**config.mk**
```make
export PLATFORM = sky130hd
export DESIGN_NAME = exc_unit_top
export DESIGN_NICKNAME = d
export VERILOG_FILES = /design/src/exc_pkg.sv /design/src/exc_cause_decode.sv /design/src/exc_fsm.sv /design/src/exc_irq_sync.sv /design/src/exc_unit_top.sv
export SDC_FILE = /design/constraint.sdc
export NUM_CORES = 1
export LEC_CHECK = 0
export ABC_CLOCK_PERIOD_IN_PS = 2870
export BUFFER_PORTS_ARGS = -buffer_cell sky130_fd_sc_hd__buf_2
export CAP_MARGIN = 20
export CORE_MARGIN = 1.5
export CORE_UTILIZATION = 48
export CTS_BUF_LIST = sky130_fd_sc_hd__clkbuf_8
export DETAILED_ROUTE_END_ITERATION = 7
export GPL_ROUTABILITY_DRIVEN = 0
export GPL_TIMING_DRIVEN = 0
export PLACE_DENSITY = 0.79
export SYNTH_ARGS = -nofsm -noshare
export SYNTH_HDL_FRONTEND = slang
export SYNTH_SLANG_ARGS = --single-unit
```
**constraint.sdc**
```tcl
create_clock -name clk -period 2.87 [get_ports clk]
set_input_delay 0.287 -clock clk [delete_from_list [all_inputs] [get_ports clk]]
set_output_delay 0.287 -clock clk [all_outputs]
set_load 0.05 [all_outputs]
```
**src/exc_pkg.sv**
```systemverilog
// shared vector codes, debug stop bits and state types; vector addresses live in the fetch stage
`default_nettype none

package exc_pkg;

  ////////////////////
  // width typedefs
  ////////////////////

  typedef logic [1:0] exc_pc_mux_t; // fetch vector selector
  typedef logic [1:0] dsr_t;        // debug stop register slice
  typedef logic [1:0] jump_t;       // jump kind in id, nonzero means delay slot pending

  // vector selector codes seen by the fetch stage
  localparam exc_pc_mux_t EXC_PC_NO_INCR = 2'd0; // hold the pc
  localparam exc_pc_mux_t EXC_PC_ILLINSN = 2'd1; // illegal instruction vector
  localparam exc_pc_mux_t EXC_PC_IRQ     = 2'd2; // maskable interrupt vector
  localparam exc_pc_mux_t EXC_PC_IRQ_NM  = 2'd3; // non-maskable interrupt vector

  // bit positions inside dsr_t
  localparam int unsigned DSR_IIE  = 0; // illegal instruction goes to debug
  localparam int unsigned DSR_INTE = 1; // interrupt goes to debug

  ////////////////////
  // state types
  ////////////////////

  typedef enum logic [2:0] {
    Idle,
    NopDelay,   // delay slot executes before the flush bubbles
    NopDelayIr, // delay slot executes before the irq jump
    NopId,
    NopEx,
    NopWb
  } exc_state_e;

  typedef enum logic [1:0] {
    ExcNone,
    ExcIrq,
    ExcFlush,
    ExcIllegal
  } exc_reason_e;

endpackage

`default_nettype wire

```
**src/exc_cause_decode.sv**
```systemverilog
// purely combinational; at most one cause is high, and nothing nests while a handler runs
`timescale 1ns/1ps
`default_nettype none

module exc_cause_decode import exc_pkg::*;
(
  input  wire logic illegal_insn_i,      // illegal instruction in id
  input  wire logic pipe_flush_i,        // flush request from the controller
  input  wire logic clear_isr_running_i, // return from exception in id
  input  wire logic fetch_enable_i,      // core should keep fetching
  input  wire logic irq_present_i,       // synchronized, enabled irq
  input  wire logic exc_running_i,       // a handler is active
  input  wire dsr_t dbg_dsr_i,           // debug stop bits
  output      logic cause_illegal_o,
  output      logic cause_irq_o,
  output      logic cause_flush_o
);

  ////////////////////
  // priority decode
  ////////////////////

  always_comb
  begin
    cause_illegal_o = 1'b0;
    cause_irq_o     = 1'b0;
    cause_flush_o   = 1'b0;

    if (illegal_insn_i)
    begin
      // debug takes it when IIE is set, and a running handler masks it;
      // in both cases lower causes stay masked too
      if (!dbg_dsr_i[DSR_IIE] && !exc_running_i)
        cause_illegal_o = 1'b1;
    end
    else if (irq_present_i && !exc_running_i)
    begin
      // INTE hands the irq to the debug unit instead
      if (!dbg_dsr_i[DSR_INTE])
        cause_irq_o = 1'b1;
    end
    else if (pipe_flush_i)
    begin
      cause_flush_o = 1'b1; // sync style flush, no handler
    end
    else if (clear_isr_running_i)
    begin
      if (exc_running_i)
      begin
        // leaving the handler; drain and stop if the core goes to sleep
        if (!fetch_enable_i)
          cause_flush_o = 1'b1;
      end
      else
      begin
        cause_illegal_o = 1'b1; // rfe outside a handler is illegal
      end
    end
  end

endmodule

`default_nettype wire

```
**src/exc_fsm.sv**
```systemverilog
// state advances only on cycles with no stall and no drop; drop also forces idle outputs
`timescale 1ns/1ps
`default_nettype none

module exc_fsm import exc_pkg::*;
(
  input  wire logic        clk,
  input  wire logic        rst_n,
  input  wire logic        stall_id_i,          // freezes all state
  input  wire logic        drop_instruction_i,  // mispredict, freezes state and idles outputs
  input  wire logic        core_busy_i,
  input  wire logic        illegal_insn_i,      // raw illegal flag, only for the debug trap
  input  wire logic        trap_insn_i,
  input  wire logic        dbg_flush_pipe_i,
  input  wire logic        dbg_st_en_i,         // single step
  input  wire logic        clear_isr_running_i, // rfe
  input  wire logic        irq_present_i,
  input  wire logic        cause_illegal_i,
  input  wire logic        cause_irq_i,
  input  wire logic        cause_flush_i,
  input  wire jump_t       jump_in_id_i,
  input  wire dsr_t        dbg_dsr_i,
  input  wire exc_pc_mux_t irq_vec_i,
  output      logic        exc_running_o,
  output      logic        exc_pc_sel_o,        // fetch takes exc_pc_mux_o
  output      logic        force_nop_o,         // bubble into id
  output      logic        pc_valid_o,
  output      logic        save_pc_if_o,
  output      logic        save_pc_id_o,
  output      logic        save_sr_o,
  output      logic        pipe_flushed_o,
  output      logic        hwloop_enable_o,
  output      logic        trap_hit_o,
  output      exc_pc_mux_t exc_pc_mux_o
);

  exc_state_e  state_q, state_d;
  exc_reason_e reason_q, reason_d;
  exc_reason_e reason_new;             // cause of this cycle, as a reason code
  logic        running_q, running_d;
  logic        clear_reason;
  logic        delay_slot;
  logic        advance;

  assign delay_slot = |jump_in_id_i;   // any jump kind leaves a delay slot
  assign advance    = !stall_id_i && !drop_instruction_i;

  // causes arrive one-hot or zero
  assign reason_new = cause_illegal_i ? ExcIllegal :
                      cause_irq_i     ? ExcIrq     :
                      cause_flush_i   ? ExcFlush   : ExcNone;

  ////////////////////
  // next state and outputs
  ////////////////////

  always_comb
  begin
    state_d        = state_q;
    reason_d       = reason_q;
    running_d      = running_q;
    clear_reason   = 1'b0;
    force_nop_o    = 1'b0;
    exc_pc_sel_o   = 1'b0;
    exc_pc_mux_o   = EXC_PC_NO_INCR;
    pc_valid_o     = 1'b1;
    save_pc_if_o   = 1'b0;
    save_pc_id_o   = 1'b0;
    save_sr_o      = 1'b0;
    pipe_flushed_o = 1'b0;

    if (!drop_instruction_i)
    begin
      case (state_q)
        Idle:
        begin
          reason_d = reason_new;
          case (reason_new)
            ExcFlush:
            begin
              if (delay_slot)
              begin
                state_d = NopDelay;      // let the slot retire first
              end
              else
              begin
                force_nop_o  = 1'b1;
                exc_pc_sel_o = 1'b1;     // hold pc
                pc_valid_o   = 1'b0;
                state_d      = NopId;
              end
            end
            ExcIrq:
            begin
              if (delay_slot)
              begin
                state_d = NopDelayIr;
              end
              else
              begin
                force_nop_o  = 1'b1;
                exc_pc_sel_o = 1'b1;
                exc_pc_mux_o = irq_vec_i;
                save_pc_if_o = 1'b1;     // resume at the fetched pc
                save_sr_o    = 1'b1;
                running_d    = 1'b1;
                clear_reason = 1'b1;
              end
            end
            ExcIllegal:
            begin
              // no drain needed, the faulting insn is squashed
              force_nop_o  = 1'b1;
              exc_pc_sel_o = 1'b1;
              exc_pc_mux_o = EXC_PC_ILLINSN;
              save_pc_id_o = 1'b1;       // pc of the faulting insn
              save_sr_o    = 1'b1;
              running_d    = 1'b1;
              clear_reason = 1'b1;
            end
            default:
            begin
              state_d = Idle;            // nothing pending
            end
          endcase
        end

        NopDelayIr:
        begin
          force_nop_o  = 1'b1;           // slot has gone, now jump
          exc_pc_sel_o = 1'b1;
          exc_pc_mux_o = irq_vec_i;
          save_pc_if_o = 1'b1;
          save_sr_o    = 1'b1;
          running_d    = 1'b1;
          clear_reason = 1'b1;
          state_d      = Idle;
        end

        NopDelay, NopId, NopEx:
        begin
          force_nop_o  = 1'b1;           // bubbles march down the pipe
          exc_pc_sel_o = 1'b1;
          pc_valid_o   = 1'b0;
          state_d      = (state_q == NopDelay) ? NopId :
                         (state_q == NopId)    ? NopEx : NopWb;
        end

        NopWb:
        begin
          force_nop_o    = 1'b1;
          exc_pc_sel_o   = 1'b1;
          pc_valid_o     = 1'b0;
          pipe_flushed_o = (reason_q == ExcFlush); // first bubble reached wb
          clear_reason   = 1'b1;
          state_d        = Idle;
        end

        default:
        begin
          state_d = Idle;
        end
      endcase
    end
  end

  ////////////////////
  // state registers
  ////////////////////

  always_ff @(posedge clk or negedge rst_n)
  begin
    if (!rst_n)
    begin
      state_q   <= Idle;
      reason_q  <= ExcNone;
      running_q <= 1'b0;
    end
    else if (advance)
    begin
      state_q   <= state_d;
      reason_q  <= clear_reason ? ExcNone : reason_d;
      running_q <= clear_isr_running_i ? 1'b0 : running_d; // rfe ends the handler
    end
  end

  assign exc_running_o = running_q;

  // hw loops keep going unless bubbles are inserted into a busy core
  assign hwloop_enable_o = !force_nop_o || !core_busy_i;

  // debug traps: software trap, halt, step, or a cause that debug claims
  assign trap_hit_o = trap_insn_i || dbg_flush_pipe_i || dbg_st_en_i
                   || (illegal_insn_i && dbg_dsr_i[DSR_IIE])
                   || (irq_present_i && dbg_dsr_i[DSR_INTE] && !running_q);

endmodule

`default_nettype wire

```
**src/exc_irq_sync.sv**
```systemverilog
// irq lines are async levels held until serviced; presence shows up 2 clk cycles after the line
`timescale 1ns/1ps
`default_nettype none

module exc_irq_sync import exc_pkg::*;
(
  input  wire logic        clk,
  input  wire logic        rst_n,
  input  wire logic        irq_i,         // maskable line, async level
  input  wire logic        irq_nm_i,      // non-maskable line, async level
  input  wire logic        irq_enable_i,  // global enable from the status register
  output      logic        irq_present_o, // some enabled irq is pending
  output      exc_pc_mux_t irq_vec_o      // vector to take when the irq is serviced
);

  ////////////////////
  // synchronizers
  ////////////////////

  logic [1:0] irq_sync_q;    // [0] first stage, [1] second stage
  logic [1:0] irq_nm_sync_q; // same layout for the nm line

  always_ff @(posedge clk or negedge rst_n)
  begin
    if (!rst_n)
    begin
      irq_sync_q    <= 2'b00;
      irq_nm_sync_q <= 2'b00;
    end
    else
    begin
      irq_sync_q    <= {irq_sync_q[0], irq_i};       // shift in
      irq_nm_sync_q <= {irq_nm_sync_q[0], irq_nm_i};
    end
  end

  ////////////////////
  // gating and vector
  ////////////////////

  // enable masks both lines, as the status register covers the nm line too
  assign irq_present_o = (irq_sync_q[1] | irq_nm_sync_q[1]) & irq_enable_i;

  // nm line wins whenever both are up
  assign irq_vec_o = irq_nm_sync_q[1] ? EXC_PC_IRQ_NM : EXC_PC_IRQ;

endmodule

`default_nettype wire

```
**src/exc_unit_top.sv**
```systemverilog
// vector addresses and the spr file are outside; interrupts add 2 cycles to the fsm latency
`timescale 1ns/1ps
`default_nettype none

module exc_unit_top import exc_pkg::*;
(
  input  wire logic        clk,
  input  wire logic        rst_n,
  input  wire logic        irq_i,
  input  wire logic        irq_nm_i,
  input  wire logic        irq_enable_i,
  input  wire logic        illegal_insn_i,
  input  wire logic        pipe_flush_i,
  input  wire logic        clear_isr_running_i,
  input  wire logic        fetch_enable_i,
  input  wire dsr_t        dbg_dsr_i,
  input  wire logic        stall_id_i,
  input  wire logic        drop_instruction_i,
  input  wire logic        core_busy_i,
  input  wire logic        trap_insn_i,
  input  wire logic        dbg_flush_pipe_i,
  input  wire logic        dbg_st_en_i,
  input  wire jump_t       jump_in_id_i,
  output      logic        irq_present_o,
  output      logic        exc_running_o,
  output      logic        exc_pc_sel_o,
  output      logic        force_nop_o,
  output      logic        pc_valid_o,
  output      logic        save_pc_if_o,
  output      logic        save_pc_id_o,
  output      logic        save_sr_o,
  output      logic        pipe_flushed_o,
  output      logic        hwloop_enable_o,
  output      logic        trap_hit_o,
  output      exc_pc_mux_t exc_pc_mux_o
);

  exc_pc_mux_t irq_vec;
  logic        cause_illegal, cause_irq, cause_flush;

  exc_irq_sync u_irq_sync (
    .clk           (clk),
    .rst_n         (rst_n),
    .irq_i         (irq_i),
    .irq_nm_i      (irq_nm_i),
    .irq_enable_i  (irq_enable_i),
    .irq_present_o (irq_present_o),
    .irq_vec_o     (irq_vec)
  );

  exc_cause_decode u_cause_decode (
    .illegal_insn_i      (illegal_insn_i),
    .pipe_flush_i        (pipe_flush_i),
    .clear_isr_running_i (clear_isr_running_i),
    .fetch_enable_i      (fetch_enable_i),
    .irq_present_i       (irq_present_o),
    .exc_running_i       (exc_running_o),   // fed back from the fsm
    .dbg_dsr_i           (dbg_dsr_i),
    .cause_illegal_o     (cause_illegal),
    .cause_irq_o         (cause_irq),
    .cause_flush_o       (cause_flush)
  );

  exc_fsm u_fsm (
    .clk                 (clk),
    .rst_n               (rst_n),
    .stall_id_i          (stall_id_i),
    .drop_instruction_i  (drop_instruction_i),
    .core_busy_i         (core_busy_i),
    .illegal_insn_i      (illegal_insn_i),
    .trap_insn_i         (trap_insn_i),
    .dbg_flush_pipe_i    (dbg_flush_pipe_i),
    .dbg_st_en_i         (dbg_st_en_i),
    .clear_isr_running_i (clear_isr_running_i),
    .irq_present_i       (irq_present_o),
    .cause_illegal_i     (cause_illegal),
    .cause_irq_i         (cause_irq),
    .cause_flush_i       (cause_flush),
    .jump_in_id_i        (jump_in_id_i),
    .dbg_dsr_i           (dbg_dsr_i),
    .irq_vec_i           (irq_vec),
    .exc_running_o       (exc_running_o),
    .exc_pc_sel_o        (exc_pc_sel_o),
    .force_nop_o         (force_nop_o),
    .pc_valid_o          (pc_valid_o),
    .save_pc_if_o        (save_pc_if_o),
    .save_pc_id_o        (save_pc_id_o),
    .save_sr_o           (save_sr_o),
    .pipe_flushed_o      (pipe_flushed_o),
    .hwloop_enable_o     (hwloop_enable_o),
    .trap_hit_o          (trap_hit_o),
    .exc_pc_mux_o        (exc_pc_mux_o)
  );

endmodule

`default_nettype wire

```
==> Yosys cells after proc, flatten, opt, wreduce, memory -nomap -nowiden <==
Index checks and enable logic that the tools add are counted.
{ "word_totals": {"reg_bits": 10} }
{ "op_classes": {"eq_ne": 15, "bitwise": 3, "n_reduce_logical": 29, "muxes": 58} }
{ "op_table": {"columns": ["op", "count"], "rows": [
  ["$mux W1", 34],
  ["$mux W2", 9],
  ["$pmux W1 S2", 9],
  ["$pmux W3 S3", 1],
  ["$ne A4 B4 Y1 const B", 2],
  ["$pmux W2 S2", 2],
  ["$eq A2 B2 Y1 const B", 3],
  ["$eq A3 B2 Y1 const B", 2],
  ["$eq A3 B3 Y1 const B", 2],
  ["$logic_and A1 B1 Y1", 6],
  ["$logic_not A1 Y1", 6],
  ["$mux W3", 2],
  ["$pmux W3 S2", 1],
  ["$reduce_or A2 Y1", 3],
  ["$logic_or A1 B1 Y1", 5],
  ["$reduce_and A5 Y1", 1],
  ["$reduce_or A5 Y1", 1],
  ["$ne A2 B2 Y1 const B", 2],
  ["$reduce_and A4 Y1", 1],
  ["$reduce_or A4 Y1", 1],
  ["$eq A3 B1 Y1 const B", 1],
  ["$logic_not A3 Y1", 1],
  ["$ne A3 B2 Y1 const B", 1],
  ["$reduce_and A3 Y1", 1],
  ["other kinds (8)", 8]
]} }

==> Longest topological paths before layout <==
Gate-level depths: netlist (run 1).
{ "depth": {"ltp_word": 16, "ltp_mapped": 10, "depth_no_buf": 9} }

==> Cells and area by module <==
From an unflattened synthesis (run 1), not the netlist that was laid out.
{ "unflattened": {"hier_cells": 81, "hier_area_um2": 725.7} }
{ "by_module_without_submodules": {"columns": ["module", "n_inst", "seq_area_each_um2", "area_each_um2", "cells_per_inst"], "rows": [
  ["exc_fsm", 1, 150.1, 544.3, 64],
  ["exc_irq_sync", 1, 100.1, 126.4, 8],
  ["exc_cause_decode", 1, 0.0, 55.1, 9]
]} }

==> Worst setup path after synthesis (run 1) <==
No wires, ideal clock.
{ "synth_path": {"kind": "register to output", "start": "register u_fsm.running_q (netlist: u_fsm.exc_running_o)", "end": "output port hwloop_enable_o", "path_stages_with_launch": 10, "required_ns": 2.583, "arrival_time_ns": 3.255, "slack_ns": -0.672, "n_path_buf": 1, "cell_sequence": "dfrtp_1 -> buf_4 -> nor4b_2 -> a22oi_2 -> and2_1 -> ha_1 -> nor3_1 -> a221oi_1 -> o21ai_1 -> nand2_1"} }
{ "synth_between": {"elab_chain_cells": 15, "word_cells_on_any_way": 28} }
{ "synth_lines": {"columns": ["item", "line", "text"], "rows": [
  ["from (decl)", "exc_fsm.sv:40", "logic running_q, running_d;"],
  ["from (signal assigned)", "exc_fsm.sv:183", "running_q <= clear_isr_running_i ? 1'b0 : running_d;"],
  ["$mux W1", "exc_cause_decode.sv:48", "if (exc_running_i)"],
  ["$mux W1", "exc_cause_decode.sv:46", "else if (clear_isr_running_i)"],
  ["$mux W1", "exc_cause_decode.sv:42", "else if (pipe_flush_i)"],
  ["$mux W1", "exc_cause_decode.sv:36", "else if (irq_present_i && !exc_running_i)"],
  ["$mux W1", "exc_cause_decode.sv:29", "if (illegal_insn_i)"],
  ["$mux W2", "exc_fsm.sv:51", "cause_flush_i ? ExcFlush : ExcNone;"],
  ["$mux W2", "exc_fsm.sv:50", "cause_irq_i ? ExcIrq :"],
  ["$mux W2 (*)", "exc_fsm.sv:49", "assign reason_new = cause_illegal_i ? ExcIllegal :"],
  ["$eq A2 B2 Y1 or $eq A2 B1 Y1 (tied branches)", null, null],
  ["$reduce_or A2 Y1 (no source line)", null, null],
  ["$pmux W1 S2 (*) (2 in a row)", null, null],
  ["$mux W1 (*)", null, null],
  ["named net exc_pc_sel_o", "exc_unit_top.sv:26", "output logic exc_pc_sel_o,"],
  ["$logic_not A1 Y1 (*)", "exc_fsm.sv:190", "assign hwloop_enable_o = !force_nop_o || !core_busy_i;"],
  ["$logic_or A1 B1 Y1 (*)", "exc_fsm.sv:190", null],
  ["to (decl)", "exc_unit_top.sv:33", "output logic hwloop_enable_o,"]
]} }
The timed path passes the listed nets; every way through them passes the cells marked *.

==> Worst setup path after layout (run 1) <==
{ "layout_path": {"start": "register u_fsm.running_q (netlist: u_fsm.exc_running_o)", "end": "output port force_nop_o"} }
{ "layout_between": {"elab_chain_cells": 13, "word_cells_on_any_way": 26} }
{ "layout_lines": {"columns": ["item", "line", "text"], "rows": [
  ["$mux W1", "exc_cause_decode.sv:48", null],
  ["$mux W1", "exc_cause_decode.sv:46", null],
  ["$mux W1", "exc_cause_decode.sv:42", null],
  ["$mux W1", "exc_cause_decode.sv:36", null],
  ["$mux W1", "exc_cause_decode.sv:29", null],
  ["$mux W2", "exc_fsm.sv:51", null],
  ["$mux W2", "exc_fsm.sv:50", null],
  ["$mux W2 (*)", "exc_fsm.sv:49", null],
  ["$eq A2 B2 Y1 or $eq A2 B1 Y1 (tied branches)", "exc_fsm.sv:78", "case (reason_new)"],
  ["$reduce_or A2 Y1 (no source line)", null, null],
  ["$pmux W1 S2 (*)", "exc_fsm.sv:78", null],
  ["$pmux W1 S2 (*)", "exc_fsm.sv:74", "case (state_q)"],
  ["$mux W1 (*)", "exc_fsm.sv:72", "if (!drop_instruction_i)"],
  ["to (decl)", "exc_unit_top.sv:27", "output logic force_nop_o,"]
]} }
Mark *: on every way between the ends. The rest lies on a longest branch, timed or not.

==> results.yml, run 1 <==
sta:
  rsz0062_at_grt: "false"
  fin_setup_tns_ns: 0
  maxSlewViolCount: 0
  slew_headroom_pct: 66.2
  min_period_ns: 2.74
  fin_skew_ns: 0.00419
  setup_viol: 0
  hold_violations: 0
  fin_crit_sh_pct: 95.6
  tightest_slew_ns: 0.503
  setup_ws_ns: 0.127
  fmax_mhz: 365
clocking:
  cts_sinks: 10
  cts_inserted_buffers: 3
  clk_pin_slew_worst_paths_ns: 0.05
  insertion_delay_ns: 0.24
  cts_tree: "yes"
  cts_max_level: 1
  clock-root-buffer: "clkbuf_8"
  cts_buffer_depth: 2
final_layout:
  drive_gt1_share_pct: 39.8
  fillers: 110
  antenna_cells: 0
  final_nets: 145
  syn_to_final_growth_pct: 38.2
pwr:
  max-vdd-ir-drop_mv: 0.685
  p_leak_nw: 0.479
  powerDensity_nw_per_um2: 998
setup_path:
  r2r_end: "u_fsm.state_q[1]"
  setup.worst_path.start: "u_fsm.exc_running_o"
  ff2ff_path_depth: 7
  ff2ff_setup_slack_ns: 0.63
  reg2reg_from: "u_fsm.exc_running_o"
  slowest_delay_ns: 0.37
  cp_slowest_cell: "dfrtp_1"
  path_max_fanout: 8
  cp_cell_sequence: "buf_4, nor4b_4, a22oi_2, and2_1, ha_1, nor3_2, a221oi_2, o21ai_4, buf_4, buf_4"
  endpoint_kind: "output pin"
  worstSetupPathType: "flip-flop to output pin"
  arrival_ns: 2.46
  crit_path_frequent_cell: "buf_4"
  critPathLaunchType: "flip-flop"
  required_ns: 2.58
placement:
  place.port_buffers: 30
  dp_hpwl_microns: 1470
  pre_cts_slack_ns: 0.194
grt:
  grt.total_usage_pct: 24.6
  grt_pass1_wl_microns: 3260
  grt_pass1_vias: 698
  antenna_found_initial: 0
  grt_max_degree: 11
  grt_overflow: 0
hold_path:
  hp-class: "input pin to flip-flop"
  whs_path_depth: 1
  hold_path_end: "u_irq_sync.irq_nm_sync_q[0]"
  min_from: "irq_nm_i"
synthesis:
  ys_types: 37
  ys.warnings.count: 0
  synth_seq_cells: 10
  netlist_top_cells_area: "dfrtp_1, a21oi_1, nand2_1"
  synth_area_sq_um: 734
  synthArstFlopShare_pct: 100
  synth_nets: 108
  yosysMostFrequentCell: "dfrtp_1"
  avgSynthCellArea_sq_um: 8.44
  syn_inst: 87
  synthFlopType: "dfrtp_1"
  yosys.area.top_type_share_pct: 34.1
  synth_top_cell_by_area: "dfrtp_1"
  synth_common_cells: "dfrtp_1, nand2_1, nor2_1, a21oi_1, nor3_1"
  yosysSeqAreaShare_pct: 34.1
  synth_edf_count: 0
detailed_routing:
  ant_nets: 0
  drtIter0Drc: 17
  viasPerCell: 5.77
  wl_microns: 1970
  drt_pass1_iterations: 4
  vias: 796
  drt-wirelength-per-cell_microns: 14.2
  drc: 0
floorplanning:
  die_y_microns: 42.1
  rows: 13
  ios: 32
  start_util_pct: 53.8
  die-area_sq_um: 1770
  design.core.area_sq_um: 1370
  die_w_microns: 42.1
outcome:
  status: "finished, final reports clean"
job:
  max_cap_viol_count: 0
## per-stage QoR
| step | utilization (%) | total power [W] | hold WS, ns | area [sq um] | cells |
|---|---|---|---|---|---|
| after global placement | 67.1 | 0.000792 | 0.149 | 917 | 132 |
| after global routing | 74.3 | 0.00108 | 0.148 | 1010 | 138 |
| after CTS | 73.2 | 0.00100 | 0.144 | 1000 | 137 |
| after detailed placement | 67.1 | 0.000807 | 0.158 | 917 | 132 |
| final | 74.3 | 0.00101 | 0.150 | 1010 | 138 |
| after floorplan | - | 0.000681 | -0.00859 | 748 | 87 |
## area by class of cell
cell class	instances	area (sq um)	area share [%]
multi-input cells	67	465	45.9
flip-flops and latches	10	250	24.7
repair buffers	32	173	17.0
clock buffers	4	55.1	5.43
plain buffers	6	37.5	3.70
well taps	15	18.8	1.85
inverters	4	15.0	1.48
## cell families after synthesis
family          synth area share [%]
flops                           34.1
simple gates                    27.6
compound gates                  27.8
fa+ha+maj                       3.41
buf+inv                         7.15
## flip-flops by register name (all words and copies together), names as in the netlist
| register | count |
|---|---|
| u_fsm.reason_q | 2 |
| u_fsm.exc_running_o | 1 |
| u_irq_sync.irq_sync_q | 2 |
| u_irq_sync.irq_nm_sync_q | 2 |
| u_fsm.state_q | 3 |
## layer usage
metal | share of wire [%] | GRT usage [%] | up-vias | wire length (microns)
li1 | - | - | 390 | -
met1 | 41 | 30.7 | 372 | 815
met2 | 51 | 40.0 | 31 | 997
met3 | 7.0 | 8.19 | 3 | 138
met4 | 0.71 | 7.50 | 0 | 14
met5 | 0 | 0 | - | 0
## report_power, final
group	switching [W]	leakage [nW]	total [W]	internal, W
Sequential	0.0000244	0.125	0.000201	0.000176
Combinational	0.000430	0.325	0.000633	0.000204
Clock	0.0000576	0.0288	0.000178	0.000121
## layout by cell type, fill, tap and decap left out, types with 2 or more instances in the layout
cell,synthesis,layout
a21oi_1,8,8
a2bb2oi_1,2,2
buf_2,0,28
buf_4,2,4
clkbuf_1,3,3
clkbuf_8,0,4
dfrtp_1,10,10
ha_1,2,2
inv_1,3,3
nand2_1,9,8
nand2b_1,2,2
nor2_1,9,9
nor3_1,5,4
o21ai_0,3,3
o31ai_1,3,3
or3_1,2,2
## repair_timing
action                                  4_1_cts  5_1_grt
endpoints found under the setup margin        2        3
buffers inserted                              0        1
gates resized for setup                       3        2
pin swaps                                     0        1
gates cloned                                  0        0
hold buffers                                  1        0
endpoints found under the hold margin        10        0
## worst max-delay path, delay by kind of cell (launching register included)
family	cells	cell delay (ns)
compound gates	3	0.46
fa+ha+maj	1	0.31
buf+inv	3	0.49
flops	1	0.37
simple gates	3	0.59
## how the worst max path moves through the flow
stage	endpoint	slack, ns
final	force_nop_o	0.13
after global routing	force_nop_o	0.02
after CTS	force_nop_o	0.02
after detailed placement	force_nop_o	0.19
after global placement	force_nop_o	0.23
after floorplan	force_nop_o	0.0007
Power figures use the tool's default switching activity.
==> run 2, diff against run 1 <==
--- a/config.mk
+++ b/config.mk
@@ -17,2 +17,3 @@
 export PLACE_DENSITY = 0.79
+export SKIP_LAST_GASP = 1
 export SYNTH_ARGS = -nofsm -noshare
==> constraint.sdc (replaced) <==
create_clock -name clk -period 2.87 [get_ports clk]
set_input_delay 0.4305 -clock clk [delete_from_list [all_inputs] [get_ports clk]]
set_output_delay 0.4305 -clock clk [all_outputs]
set_load 0.05 [all_outputs]
==> run 2 against run 1 <==
Total power rose by 0.21%. Maximum frequency fell by 1.6%. Non-clock buffer count rose by 1. Wire length rose by 1.1%. Register-to-register slack improved by 0.12 ns.
==> results.yml, run 2 (synthesis results as in run 1) <==
outcome:
  status: "finished, final reports clean"
detailed_routing:
  viasPerCell: 5.83
  ant_nets: 0
  drt_pass1_iterations: 4
  drtIter0Drc: 22
  vias: 811
  drt-wirelength-per-cell_microns: 14.3
  drc: 0
  wl_microns: 1990
sta:
  tightest_slew_ns: 0.478
  hold_violations: 0
  fmax_mhz: 359
  fin_crit_sh_pct: 97.1
  fin_skew_ns: 0.00631
  maxSlewViolCount: 0
  fin_setup_tns_ns: 0
  min_period_ns: 2.79
  setup_viol: 0
  slew_headroom_pct: 67.3
  setup_ws_ns: 0.0824
pwr:
  max-vdd-ir-drop_mv: 0.596
  seqPwrFrac_pct: 19.6
  p_leak_nw: 0.495
  p_sw_w: 0.000514
  p_int_w: 0.000501
  clkPwrFrac_pct: 14.1
  pwr-share-comb_pct: 66.3
  sw_frac_of_total_pct: 50.6
  power_w: 0.00101
  powerDensity_nw_per_um2: 971
setup_path:
  ff2ff_setup_slack_ns: 0.75
  critPathLaunchType: "flip-flop"
  ff2ff_path_depth: 7
  worstSetupPathType: "flip-flop to output pin"
  arrival_ns: 2.36
  path_max_fanout: 8
  reg2reg_from: "u_fsm.exc_running_o"
  r2r_end: "u_fsm.state_q[1]"
  endpoint_kind: "output pin"
  required_ns: 2.44
grt:
  grt_overflow: 0
  grt_pass1_wl_microns: 3090
  antenna_found_initial: 0
  grt_pass1_vias: 690
  grt.total_usage_pct: 22.9
  grt_max_degree: 11
final_layout:
  multiInputGateArea_sq_um: 492
  regArea_sq_um: 251
  largest_reg_flops: 3
  antenna_cells: 0
  drive_gt1_share_pct: 44.4
  final_nets: 146
  syn_to_final_growth_pct: 42.2
  largest_register: "u_fsm.state_q"
  layout_common_cells: "buf_2, nor2_1, dfrtp_1"
  final_common_cell: "buf_2"
  design_area_sq_um: 1040
  fillers: 107
clocking:
  cts_inserted_buffers: 3
  clock-root-buffer: "clkbuf_8"
  cts_tree: "yes"
  cts_sinks: 10
  insertion_delay_ns: 0.23
  cts_max_level: 1
  clk_pin_slew_worst_paths_ns: 0.05
  cts_buffer_depth: 2
placement:
  dp_hpwl_microns: 1450
  pre_cts_slack_ns: 0.00888
  place_area_sq_um: 936
  place.port_buffers: 30
floorplanning:
  rows: 13
  design.core.area_sq_um: 1370
  start_util_pct: 53.8
  die_w_microns: 42.1
  ios: 32
  die_y_microns: 42.1
  die-area_sq_um: 1770
hold_path:
  hp-class: "input pin to async pin"
job:
  max_cap_viol_count: 0
-- run 2: cell types whose count changed in the layout (fill, tap and decap cells not counted), sizes merged --
cell / previous run / this run
inv: 4 / 5
dlygate4sd3: 1 / 0
clkbuf: 8 / 6
buf: 33 / 36
-- run 2: layout make-up --
type / count / share of cell area, %
Buffer: 6 / 3.95
Clock buffer: 3 / 3.95
Clock inverter: 1 / 0.359
Inverter: 4 / 1.44
Multi-Input combinational cell: 67 / 47.1
Sequential cell: 10 / 24.1
Tap cell: 15 / 1.80
Timing Repair Buffer: 33 / 17.4
-- run 2: per-stage QoR --
stage | hold slack [ns] | utilization [%] | cells
global placement | 0.291 | 68.5 | 132
finish | 0.0479 | 76.5 | 139
detailed placement | 0.301 | 68.5 | 132
global route | 0.0581 | 76.5 | 139
CTS | 0.0523 | 73.7 | 137
floorplan | 0.135 | - | 87
-- run 2: worst max-delay path by stage --
stage / from / endpoint / slack, ns / depth (start not counted)
after floorplan: u_fsm.exc_running_o / force_nop_o / 0.008 / 9
after global placement: illegal_insn_i / hwloop_enable_o / 0.04 / 10
after detailed placement: illegal_insn_i / hwloop_enable_o / 0.009 / 10
after CTS: u_fsm.exc_running_o / force_nop_o / 0.02 / 10
after global routing: u_fsm.exc_running_o / force_nop_o / -0.004 / 10
final: u_fsm.exc_running_o / force_nop_o / 0.08 / 10
-- run 2: routing by layer --
layer  global-route usage [%]  part of all wire (%)
met5                        0                     0
met4                     8.13                   2.2
met3                     6.47                   7.8
met2                     37.5                    50
met1                     28.7                    40
-- run 2: worst max-delay path: stages, from the launching register on --
cell	delay (ns)
dfrtp_2	0.39
buf_4	0.17
nor4b_4	0.31
a22oi_2	0.11
and2_4	0.18
ha_4	0.26
nor3_2	0.04
a221oi_2	0.27
o21ai_4	0.12
buf_6	0.14
buf_6	0.14
-- run 2: power by group through the flow --
stage,combinational (W),clock [W],sequential [W]
2_1_floorplan,0.000476,0,0.000221
3_3_place_gp,0.000607,0,0.000200
3_5_place_dp,0.000618,0,0.000201
4_1_cts,0.000640,0.000146,0.000199
5_1_grt,0.000727,0.000152,0.000204
6_report,0.000672,0.000143,0.000199
-- run 2: repair_timing --
item,in CTS,in global routing
gates resized for setup,5,4
hold buffers,0,0
cloned,0,0
endpoints found under the setup margin,3,3
buffers inserted,1,2
pin swaps,2,4
==> run 3, diff against run 2 <==
- ABC_AREA: default -> 1
- CAP_MARGIN: 20 -> 0
- CORE_UTILIZATION: 48 -> 49
==> run 3 against run 2 <==
Largest power group unchanged. Total power down 1.7%. First-iteration DRC count down 23%. Register-to-register slack better by 0.41 ns. Combinational power down 8.0%. Clock power up 15%. Synthesized cell count up 28%.
==> results.yml, run 3 <==
sta:
  slew_headroom_pct: 80.2
  maxSlewViolCount: 0
  fin_skew_ns: 0.000958
  fin_crit_sh_pct: 91.9
  setup_viol: 0
  tightest_slew_ns: 0.296
  setup_ws_ns: 0.232
  fin_setup_tns_ns: 0
  min_period_ns: 2.64
  hold_violations: 0
  fmax_mhz: 379
  rsz0062_at_grt: "false"
synthesis:
  synth_edf_count: 0
  yosysSeqAreaShare_pct: 31.3
  synthFlopType: "dfrtp_1"
  syn_inst: 111
  synth_area_sq_um: 801
  yosysMostFrequentCell: "nand2_1"
  synth_nets: 132
  netlist_top_cells_area: "dfrtp_1, nand2_1, inv_1"
  synth_seq_cells: 10
  synthArstFlopShare_pct: 100
  ys_types: 26
  synth_top_cell_by_area: "dfrtp_1"
  avgSynthCellArea_sq_um: 7.21
  synth_common_cells: "nand2_1, inv_1, nor2_1, dfrtp_1, nand3_1"
  yosys.area.top_type_share_pct: 31.3
  ys.warnings.count: 0
final_layout:
  layout_common_cells: "buf_2, nand2_1, inv_1"
  largest_register: "u_fsm.state_q"
  utilization_pct: 68.5
  antenna_cells: 0
  final_common_cell: "buf_2"
  fin_cells: 162
  largest_reg_flops: 3
  final_nets: 168
  syn_to_final_growth_pct: 30.3
  drive_gt1_share_pct: 41.8
clocking:
  clk_pin_slew_worst_paths_ns: 0.04
  cts_setup_buffers: 0
  hold_buffers: 0
  cts_inserted_buffers: 3
  cts_max_level: 1
  cts_buffer_depth: 2
  cts_sinks: 10
  clock-root-buffer: "clkbuf_8"
  cts_tree: "yes"
  cts_resized: 0
  insertion_delay_ns: 0.23
floorplanning:
  rows: 14
  ios: 32
  die_y_microns: 43.4
  die-area_sq_um: 1890
  design.core.area_sq_um: 1520
  die_w_microns: 43.4
  start_util_pct: 52.5
detailed_routing:
  drc: 0
  wl_met3_microns: 82
  ant_nets: 0
  dr_wl_met2_microns: 821
  drtIter0Drc: 17
  wl_met1_microns: 743
  top_layer: "met3"
  wl_microns: 1650
  drt_pass1_iterations: 5
  drt-wirelength-per-cell_microns: 10.2
  viasPerCell: 5.04
  vias: 816
grt:
  grt_overflow: 0
  grt.total_usage_pct: 20.7
  antenna_found_initial: 0
  grt_pass1_wl_microns: 2900
  grt_max_degree: 11
  grt_pass1_vias: 758
setup_path:
  reg2reg_from: "u_fsm.exc_running_o"
  endpoint: "force_nop_o"
  ff2ff_setup_slack_ns: 1.16
  r2r_end: "u_fsm.state_q[1]"
  endpoint_kind: "output pin"
  path_max_fanout: 6
  setup.worst_path.start: "u_fsm.exc_running_o"
  arrival_ns: 2.21
  ff2ff_path_depth: 11
  required_ns: 2.44
  critPathLaunchType: "flip-flop"
  worstSetupPathType: "flip-flop to output pin"
pwr:
  p_leak_nw: 0.575
  powerDensity_nw_per_um2: 956
  max-vdd-ir-drop_mv: 0.597
  power_w: 0.000997
placement:
  dpl.cell_count: 158
  place.port_buffers: 31
  pre_cts_slack_ns: 0.249
  dp_hpwl_microns: 1420
job:
  max_cap_viol_count: 0
outcome:
  status: "finished, final reports clean"
hold_path:
  hp-class: "input pin to async pin"
==> run 3: cell types whose count changed in the layout (fill, tap and decap cells not counted), sizes merged, moves of 4 or more <==
cell	delta
nand2	+18
inv	+15
nand3	+10
nor2	+6
nor3	-4
==> run 3: critical path, cell delays in order, from the launching register on <==
cell	delay [ns]
dfrtp_1	0.40
inv_4	0.09
nand2_1	0.09
a21oi_4	0.15
nand2_2	0.10
nand2_1	0.09
inv_1	0.07
ha_1	0.31
o21ai_2	0.15
nand2_2	0.07
a21boi_4	0.15
buf_4	0.12
buf_4	0.18
==> run 3: through the flow <==
| step | hold WS (ns) | cell area, sq um |
|---|---|---|
| 2_1_floorplan | 0.135 | 811 |
| 5_1_grt | 0.0628 | 1040 |
| 3_5_place_dp | 0.294 | 986 |
| 4_1_cts | 0.0517 | 1040 |
| 6_report | 0.0497 | 1040 |
| 3_3_place_gp | 0.292 | 986 |
==> run 3: how the worst min path moves through the flow <==
stage                                endpoint  slack, ns  cells after the start
after floorplan           u_fsm.exc_running_o       0.13                      0
after global placement       u_fsm.state_q[0]       0.29                      1
after detailed placement     u_fsm.state_q[2]       0.29                      1
after CTS                   u_fsm.reason_q[0]       0.05                      1
after global routing        u_fsm.reason_q[0]       0.06                      1
final                       u_fsm.reason_q[0]       0.05                      1
==> run 3: cell type report <==
type                       instances  area [sq um]
buffer                             2          15.0
tap                               16          20.0
timing repair buffer              31           158
multi-input combinational         79           468
inverter                          20          77.6
fill                             141           480
sequential                        10           250
clock buffer                       4          55.1
==> run 3: power breakdown <==
group          internal (W)  switching (W)
Clock              0.000120      0.0000452
Sequential         0.000183      0.0000311
Combinational      0.000188       0.000430
Total              0.000491       0.000507
==> run 3: per-layer routing <==
layer	vias up	global-route usage, %
li1	427	-
met1	363	25.3
met2	26	35.5
met3	0	3.75
met4	0	9.09
met5	-	0
==> run 3: cells by family (layout without fill, tap and decap cells) <==
kind of cell | Yosys count | after routing | share of synthesized area, %
buffers and inverters | 22 | 57 | 11.6
DFF | 10 | 10 | 31.3
adders and majority gates | 2 | 2 | 3.12
and+or+nand+nor | 61 | 61 | 39.8
AOI/OAI and AO/OA | 16 | 16 | 14.2
